$ cat config.mk
export PLATFORM = sky130hd
export DESIGN_NAME = iq_reduce_top
export DESIGN_NICKNAME = d
export VERILOG_FILES = /design/src/hdl/dsp_pkg.sv /design/src/hdl/iq_gain.sv /design/src/hdl/iq_round.sv /design/src/hdl/iq_clip.sv /design/src/hdl/iq_reduce_top.sv
export SDC_FILE = /design/constraint.sdc
export NUM_CORES = 2
export LEC_CHECK = 0
export BUFFER_PORTS_ARGS = -buffer_cell sky130_fd_sc_hd__buf_2
export CAP_MARGIN = 40
export CORE_MARGIN = 2
export CORE_UTILIZATION = 50
export DETAILED_ROUTE_END_ITERATION = 10
export PLACE_DENSITY = 0.67
export REMOVE_ABC_BUFFERS = 1
export SLEW_MARGIN = 20
export SYNTH_ARGS = -nofsm -noshare
export SYNTH_HDL_FRONTEND = slang
export SYNTH_SLANG_ARGS = --single-unit
$ cat constraint.sdc
create_clock -name clk_i -period 6.38 [get_ports clk_i]
set_clock_uncertainty 0.15 [all_clocks]
set_input_delay 0 -clock clk_i [delete_from_list [all_inputs] [get_ports clk_i]]
set_output_delay 0 -clock clk_i [all_outputs]
set_load 0.1 [all_outputs]
$ cat src/hdl/dsp_pkg.sv
// Sample reducer shared types

package dsp_pkg;

    // ------------------------------
    // Gain word
    // ------------------------------

    localparam int GAIN_W = 16;  // Signed gain width.

    // ------------------------------
    // Rounding modes
    // ------------------------------

    // Code 3 is not a named mode; the rounding stage treats it as truncation.
    typedef enum logic [1:0] {
        RND_TRUNC   = 2'd0,  // Toward negative infinity.
        RND_TO_ZERO = 2'd1,  // Toward zero.
        RND_NEAREST = 2'd2   // Nearest, half rounds up.
    } round_mode_e;

    // ------------------------------
    // Per-beat control
    // ------------------------------

    // Sampled with every input beat and carried down the pipeline with it,
    // so a change takes effect exactly on the beat it arrives with.
    typedef struct packed {
        logic signed [GAIN_W-1:0] gain;  // Applied in the gain stage.
        round_mode_e              mode;  // Applied in the rounding stage.
    } beat_ctrl_t;

endpackage

$ cat src/hdl/iq_gain.sv
// Per-channel gain stage

`timescale 1ns/10ps

module iq_gain
    import dsp_pkg::*;
#(
    parameter int CH_NUM  = 2,
    parameter int BITS_IN = 16
) (
    input  logic clk_i,
    input  logic rst_i,

    input  logic [CH_NUM-1:0][BITS_IN-1:0] tdata_i,  // Signed samples.
    input  logic                           tvalid_i,
    input  beat_ctrl_t                     ctrl_i,   // Gain and mode of this beat.

    output logic [CH_NUM-1:0][BITS_IN+GAIN_W-1:0] tdata_o,  // Full products.
    output logic                                  tvalid_o,
    output round_mode_e                           mode_o    // Mode for next stage.
);

    localparam int PROD_W = BITS_IN + GAIN_W;  // Full signed product width.

    logic [CH_NUM-1:0][PROD_W-1:0] prod;

    // ------------------------------
    // Multiply
    // ------------------------------

    for (genvar i = 0; i < CH_NUM; i++) begin : g_ch
        logic signed [BITS_IN-1:0] sample;
        logic signed [PROD_W-1:0]  mult;

        assign sample  = $signed(tdata_i[i]);
        assign mult    = sample * $signed(ctrl_i.gain);  // Never overflows PROD_W.
        assign prod[i] = mult;
    end

    // ------------------------------
    // Output register
    // ------------------------------

    always_ff @(posedge clk_i) begin
        if (rst_i) begin
            tvalid_o <= 1'b0;
        end else begin
            tvalid_o <= tvalid_i;
        end
        tdata_o <= prod;
        mode_o  <= ctrl_i.mode;  // The gain stops here.
    end

endmodule

$ cat src/hdl/iq_round.sv
// Per-channel rounding stage

`timescale 1ns/10ps

module iq_round
    import dsp_pkg::*;
#(
    parameter int CH_NUM   = 2,
    parameter int BITS_IN  = 16,
    parameter int BITS_RND = 18
) (
    input  logic clk_i,
    input  logic rst_i,

    input  logic [CH_NUM-1:0][BITS_IN+GAIN_W-1:0] tdata_i,  // Full products.
    input  logic                                  tvalid_i,
    input  round_mode_e                           mode_i,   // Mode of this beat.

    output logic [CH_NUM-1:0][BITS_RND-1:0] tdata_o,  // Rounded samples.
    output logic                            tvalid_o
);

    localparam int PROD_W = BITS_IN + GAIN_W;  // Input word width.
    localparam int DROP_W = PROD_W - BITS_RND;  // Bits discarded.

    logic [CH_NUM-1:0][BITS_RND-1:0] rnd;

    // ------------------------------
    // Correction per channel
    // ------------------------------

    for (genvar i = 0; i < CH_NUM; i++) begin : g_ch
        logic [PROD_W-1:0]   in;
        logic [BITS_RND-1:0] kept;
        logic                neg;
        logic                corr_rtz;
        logic                corr_nearest;
        logic                at_max;
        logic                corr;

        assign in   = tdata_i[i];
        assign kept = in[PROD_W-1 -: BITS_RND];  // Top bits survive.
        assign neg  = in[PROD_W-1];

        assign corr_rtz     = neg & (|in[DROP_W-1:0]);  // Negative with a fraction.
        assign corr_nearest = in[DROP_W-1];  // Half bit.

        // Largest positive kept value; adding one here would wrap negative.
        assign at_max = ~neg & (&in[PROD_W-2:DROP_W]);

        always_comb begin
            case (mode_i)
                RND_TO_ZERO: corr = corr_rtz;
                RND_NEAREST: corr = corr_nearest & ~at_max;
                default:     corr = 1'b0;  // Truncation, and code 3.
            endcase
        end

        assign rnd[i] = kept + {{(BITS_RND - 1){1'b0}}, corr};
    end

    // ------------------------------
    // Output register
    // ------------------------------

    always_ff @(posedge clk_i) begin
        if (rst_i) begin
            tvalid_o <= 1'b0;
        end else begin
            tvalid_o <= tvalid_i;
        end
        tdata_o <= rnd;
    end

    // The mode comes from the control the source presented with the beat.
    a_mode_legal: assert property (@(posedge clk_i) disable iff (rst_i)
        tvalid_i |-> mode_i inside {RND_TRUNC, RND_TO_ZERO, RND_NEAREST});

endmodule

$ cat src/hdl/iq_clip.sv
// Per-channel saturating clipper

`timescale 1ns/10ps

module iq_clip #(
    parameter int CH_NUM   = 2,
    parameter int BITS_RND = 18,
    parameter int BITS_OUT = 16
) (
    input  logic clk_i,
    input  logic rst_i,

    input  logic [CH_NUM-1:0][BITS_RND-1:0] tdata_i,  // Rounded samples.
    input  logic                            tvalid_i,

    output logic [CH_NUM-1:0][BITS_OUT-1:0] tdata_o,  // Output samples.
    output logic                            tvalid_o,
    output logic [CH_NUM-1:0]               clip_o    // One flag per channel.
);

    localparam logic [BITS_OUT-1:0] MAX_POS = {1'b0, {(BITS_OUT - 1){1'b1}}};
    localparam logic [BITS_OUT-1:0] MAX_NEG = {1'b1, {(BITS_OUT - 1){1'b0}}};

    logic [CH_NUM-1:0][BITS_OUT-1:0] sat;
    logic [CH_NUM-1:0]               ovf;

    // ------------------------------
    // Saturation per channel
    // ------------------------------

    for (genvar i = 0; i < CH_NUM; i++) begin : g_ch
        logic [BITS_RND-BITS_OUT:0] top;  // Discarded bits plus output sign.

        assign top    = tdata_i[i][BITS_RND-1:BITS_OUT-1];
        assign ovf[i] = ~((&top) | ~(|top));  // Not a pure sign extension.
        assign sat[i] = ~ovf[i] ? tdata_i[i][BITS_OUT-1:0] :
                        tdata_i[i][BITS_RND-1] ? MAX_NEG : MAX_POS;

        // A passed or saturated word never wraps to the opposite sign.
        a_sign_kept: assert property (@(posedge clk_i) disable iff (rst_i)
            tvalid_i |=> tdata_o[i][BITS_OUT-1] == $past(tdata_i[i][BITS_RND-1]));
    end

    // ------------------------------
    // Output register
    // ------------------------------

    always_ff @(posedge clk_i) begin
        if (rst_i) begin
            tvalid_o <= 1'b0;
            clip_o   <= '0;
        end else begin
            tvalid_o <= tvalid_i;
            clip_o   <= tvalid_i ? ovf : '0;  // Idle data raises no flag.
        end
        tdata_o <= sat;
    end

endmodule

$ cat src/hdl/iq_reduce_top.sv
// Sample width reducer top

`timescale 1ns/10ps

module iq_reduce_top
    import dsp_pkg::*;
#(
    parameter int CH_NUM   = 2,
    parameter int BITS_IN  = 16,
    parameter int BITS_RND = 18,
    parameter int BITS_OUT = 16
) (
    input  logic clk_i,
    input  logic rst_i,

    input  logic [CH_NUM-1:0][BITS_IN-1:0]  tdata_i,   // Input samples.
    input  logic                            tvalid_i,
    input  beat_ctrl_t                      ctrl_i,    // Per-beat gain and mode.

    output logic [CH_NUM-1:0][BITS_OUT-1:0] tdata_o,   // Three cycles later.
    output logic                            tvalid_o,
    output logic [CH_NUM-1:0]               clip_o
);

    localparam int PROD_W = BITS_IN + GAIN_W;  // Gain stage output width.

    // ------------------------------
    // Stage links
    // ------------------------------

    logic [CH_NUM-1:0][PROD_W-1:0]   gain_data;
    logic                            gain_valid;
    round_mode_e                     gain_mode;  // Mode tagged to gain_data.
    logic [CH_NUM-1:0][BITS_RND-1:0] rnd_data;
    logic                            rnd_valid;

    iq_gain #(
        .CH_NUM  (CH_NUM),
        .BITS_IN (BITS_IN)
    ) u_gain (
        .clk_i    (clk_i),
        .rst_i    (rst_i),
        .tdata_i  (tdata_i),
        .tvalid_i (tvalid_i),
        .ctrl_i   (ctrl_i),
        .tdata_o  (gain_data),
        .tvalid_o (gain_valid),
        .mode_o   (gain_mode)
    );

    iq_round #(
        .CH_NUM   (CH_NUM),
        .BITS_IN  (BITS_IN),
        .BITS_RND (BITS_RND)
    ) u_round (
        .clk_i    (clk_i),
        .rst_i    (rst_i),
        .tdata_i  (gain_data),
        .tvalid_i (gain_valid),
        .mode_i   (gain_mode),
        .tdata_o  (rnd_data),
        .tvalid_o (rnd_valid)
    );

    iq_clip #(
        .CH_NUM   (CH_NUM),
        .BITS_RND (BITS_RND),
        .BITS_OUT (BITS_OUT)
    ) u_clip (
        .clk_i    (clk_i),
        .rst_i    (rst_i),
        .tdata_i  (rnd_data),
        .tvalid_i (rnd_valid),
        .tdata_o  (tdata_o),
        .tvalid_o (tvalid_o),
        .clip_o   (clip_o)
    );

endmodule

==> results.md <==
Drt:
- After detailed routing, the number of remaining DRC violations is 0.
- The count of TritonRoute iterations in the first routing pass is 5.
- For this block, the routed nets add up to 51100 um of wire.
- For this block, the via count after detailed routing is about 17000.
- The count of nets left with antenna violations once routing finished came out at 0.
- The first routing iteration left between 800 and 900 violations.
- Using the TritonRoute via totals, the vias-per-cell ratio works out to 5.20.
- The wire length per cell after detailed routing is about 15 um.

Clock network:
- The insertion delay to the later sink of the worst-skew pair is around 460 ps.
- Buffers added to address setup during post-CTS repair amount to 0.
- The total clock sinks is approximately 140.
- The longest clock path from root to sink contains 2 buffers.
- The number of levels the H-tree was split into is 4.
- The clock slew at the register clock pins of the worst setup and hold paths is around 70 ps.
- TritonCTS built the clock tree.
- The tree is rooted in a clkbuf_16.
- In this run, post-CTS hold repair placed 10 buffers.
- The number of CTS-inserted buffers is 17.
- After clock tree synthesis, the repair step resized 0 gates.

Job:
- Max-cap violations in this run came to 0.

Synth:
- The cell count after synthesis is 2630.
- Dividing the synthesized area by the synthesized cell count gives between 9 and 10 um2.
- After synthesis, the largest family of logic cells by area is adder cells.
- The number of synthesized flops with an enable pin is 0.
- The netlist area before placement is roughly 24000 um2.
- The area share of xor/xnor cells in the synthesized design is between 3 and 4%.
- The share of cell area taken by muxes after synthesis is 0.130%.
- For this run, the leading register cell type out of synthesis is dfxtp_1.
- The register bit total from synthesis is around 140.
- Summing the areas of all fa, ha and maj instances in the mapped netlist gives between 50% and 60% of the synthesized area.
- The number of different library cells used by synthesis comes to 62.
- Summing the areas of all compound-gate instances in the mapped netlist gives roughly 4.8% of the synthesized area.
- After synthesis, flip-flops and latches occupy 11.6% of the total area.
- The count of synthesis-stage warnings from yosys is 0.
- The simple-gate portion of the synthesized area is approximately 17%.
- After synthesis, the share of flip-flops with an asynchronous set or reset is 0%.

Floorplanning:
- Measured along the y axis, the die boundary spans 223 um.
- Pin placement for this block handled between 80 and 90 I/O pins.
- The row count is 80.
- The region available for standard cell placement spans about 48000 um2.
- The initial utilization of the core area, before any placement, comes to 50.5%.
- The die outline area is roughly 50000 um2.
- The die is 223 um wide.

GRT:
- The via count of the first global-routing pass is 18500.
- The wire length of the first global-routing pass is slightly below 90000 um.
- The number of antenna violations at the first check in global routing was 0.
- The maximum number of pins on one net before global-route repair is 33.
- The remaining global-route overflow is 0.
- The overall routing resource usage is between 20% and 30%.

Timing:
- The transition at the pin with the smallest max-transition slack is around 700 ps.
- The accumulated negative setup slack is 0 ps.
- The remaining max-slew budget at the tightest pin is between 50 and 60%.
- The share of the clock period used by the worst path is 92.3%.
- Static timing analysis puts the maximum clock frequency at between 150 and 200 MHz.
- The final critical-path required period is between 5000 and 6000 ps.
- The count of final max-slew check failures is 0.
- The setup-violating endpoint count in the final report is 0.
- Setup repair after global routing left no endpoint under its margin.
- The number of endpoints with negative hold slack in the final report is 0.

Placement:
- The instance area at placement is roughly 25000 um2.
- The half-perimeter wire length after detailed placement is ~42000 um.
- At the end of routability-driven placement, the weighted congestion stood at around 0.86.
- During placement, the flow inserted port buffers numbering a little under 90.

Layout:
- The number of antenna diodes in the final layout is 0.
- The final layout contains roughly 3400 nets.
- Summing all non-filler instances in the final layout gives an area of roughly 26000 um2.
- The post-route netlist has under 10% of its cells at a drive strength greater than 1.
- Compared with the post-synthesis result, the final layout area differs by 7.25%.

Status:
- The run finished with clean final reports.

Setup path:
- The kind of capture point of the worst setup path is a flop.
- At the worst endpoint, the arrival time is about 6000 ps.
- The reg2reg setup slack is around 3300 ps.
- The number of buffer and inverter stages on the critical path is 5.
- The largest single stage delay on the critical path is 520 ps.
- On the critical path the largest part of the delay comes from adder cells.
- Walking the worst path, the cells encountered are dlygate4sd3_1, buf_2, nand2_1, fa_1, fa_1, inv_1, fa_1, fa_1, fa_1, inv_1, fa_1, inv_1, ha_1, nand3_1, nor2_1, o2111ai_1, a21oi_1, o31ai_2, a21oi_1, nor4_1, a311oi_1.
- The largest fanout of any net on the critical path is 9.
- By startpoint and endpoint, the worst setup path is classified as input port to flop.
- The required arrival time at the worst endpoint is between 6000 and 7000 ps.
- The cell with the most instances on the worst path is fa_1.
- The cell with the largest stage delay on the worst path is dlygate4sd3_1.
- STA classifies the critical path startpoint as an input port.

Min path:
- The classification of the worst-slack hold path is input port to flop.
==> metal layers <==
layer / global-route usage (%) / vias up / share of wire (%)
li1: - / 7889 / -
met1: 30.3 / 8862 / 45
met2: 37.5 / 376 / 49
met3: 3.00 / 51 / 4.5
met4: 6.32 / 0 / 2.1
met5: 0 / - / 0
==> sequential cells by signal (all words and copies together), names as in the netlist <==
register,count
u_clip.tdata_o,32
u_gain.tvalid_o,1
u_clip.clip_o,2
u_round.tdata_o,36
u_gain.mode_o,2
u_gain.tdata_o,64
u_clip.tvalid_o,1
u_round.tvalid_o,1
==> layout make-up <==
type,count,area (um2)
timing repair buffer,130,813
fill,4282,21800
clock buffer,17,425
inverter,571,2140
tap,615,769
clock inverter,15,131
multi-input combinational,1817,18700
sequential,139,2780
==> cell families after synthesis <==
| kind of cell | Yosys count |
|---|---|
| fa+ha+maj | 694 |
| simple gates | 845 |
| mux | 3 |
| flops | 139 |
| compound gates | 180 |
| xor+xnor | 95 |
| buf+inv | 674 |
==> per-stage QoR <==
stage                     util, %  cells  hold WS, ps  setup WS (ps)
after floorplan                 -   2527         -122            818
after global placement       52.7   3258        -42.7            233
after detailed placement     52.8   3261        -39.7           79.0
after CTS                    54.1   3303         13.3            555
after global routing         54.2   3304         59.5            143
final                        54.2   3304         50.0            489
==> worst paths after layout <==
| path | startpoint | to | depth (start not counted) |
|---|---|---|---|
| worst min-delay path | ctrl_i[0] | u_gain.mode_o[0] | 2 |
| worst min register to register | u_gain.tdata_o[58] | u_round.tdata_o[30] | 1 |
| worst max register to register | u_gain.tdata_o[54] | u_round.tdata_o[28] | 12 |
| worst max-delay path | tdata_i[17] | u_gain.tdata_o[63] | 21 |
==> cell usage after synthesis (2+ instances only) <==
cell type | number | area (um2)
nor3_1 | 16 | 80.1
nor3b_1 | 2 | 15.0
inv_1 | 570 | 2140
clkbuf_1 | 101 | 379
nand2_1 | 299 | 1120
o21bai_1 | 5 | 37.5
nor2_1 | 168 | 631
nand3b_1 | 3 | 22.5
xnor2_1 | 73 | 639
a211oi_1 | 7 | 52.6
o21ai_0 | 24 | 120
mux2i_1 | 2 | 20.0
a21oi_2 | 3 | 26.3
o31ai_1 | 4 | 30.0
nand3_1 | 29 | 145
o2111ai_1 | 3 | 26.3
or3_1 | 2 | 12.5
and4_1 | 4 | 35.0
a311oi_1 | 2 | 17.5
o21a_1 | 11 | 82.6
a21o_1 | 23 | 173
a21boi_0 | 4 | 30.0
and3_1 | 11 | 68.8
o211ai_1 | 5 | 37.5
ha_1 | 170 | 2130
nor2b_1 | 10 | 62.6
nor4_1 | 11 | 68.8
and2_1 | 253 | 1580
or4_1 | 2 | 15.0
a21oi_1 | 69 | 345
o21ai_1 | 2 | 10.0
fa_1 | 524 | 10500
dfxtp_1 | 139 | 2780
xor2_1 | 22 | 193
a22oi_1 | 2 | 15.0
a211oi_2 | 2 | 25.0
nand2b_1 | 14 | 87.6
nand4_1 | 15 | 93.8
==> cell usage in the layout (no fill, tap or decap), types with 69 or more instances in the layout <==
cell	count
dfxtp_1	139
nand2_1	299
buf_2	87
and2_1	253
a21oi_1	69
xnor2_1	73
ha_1	170
nor2_1	168
fa_1	524
inv_1	570
Power is left out: the tool's default activity adds up to more than one toggle a clock period on the data nets, which glitch-free logic cannot reach.
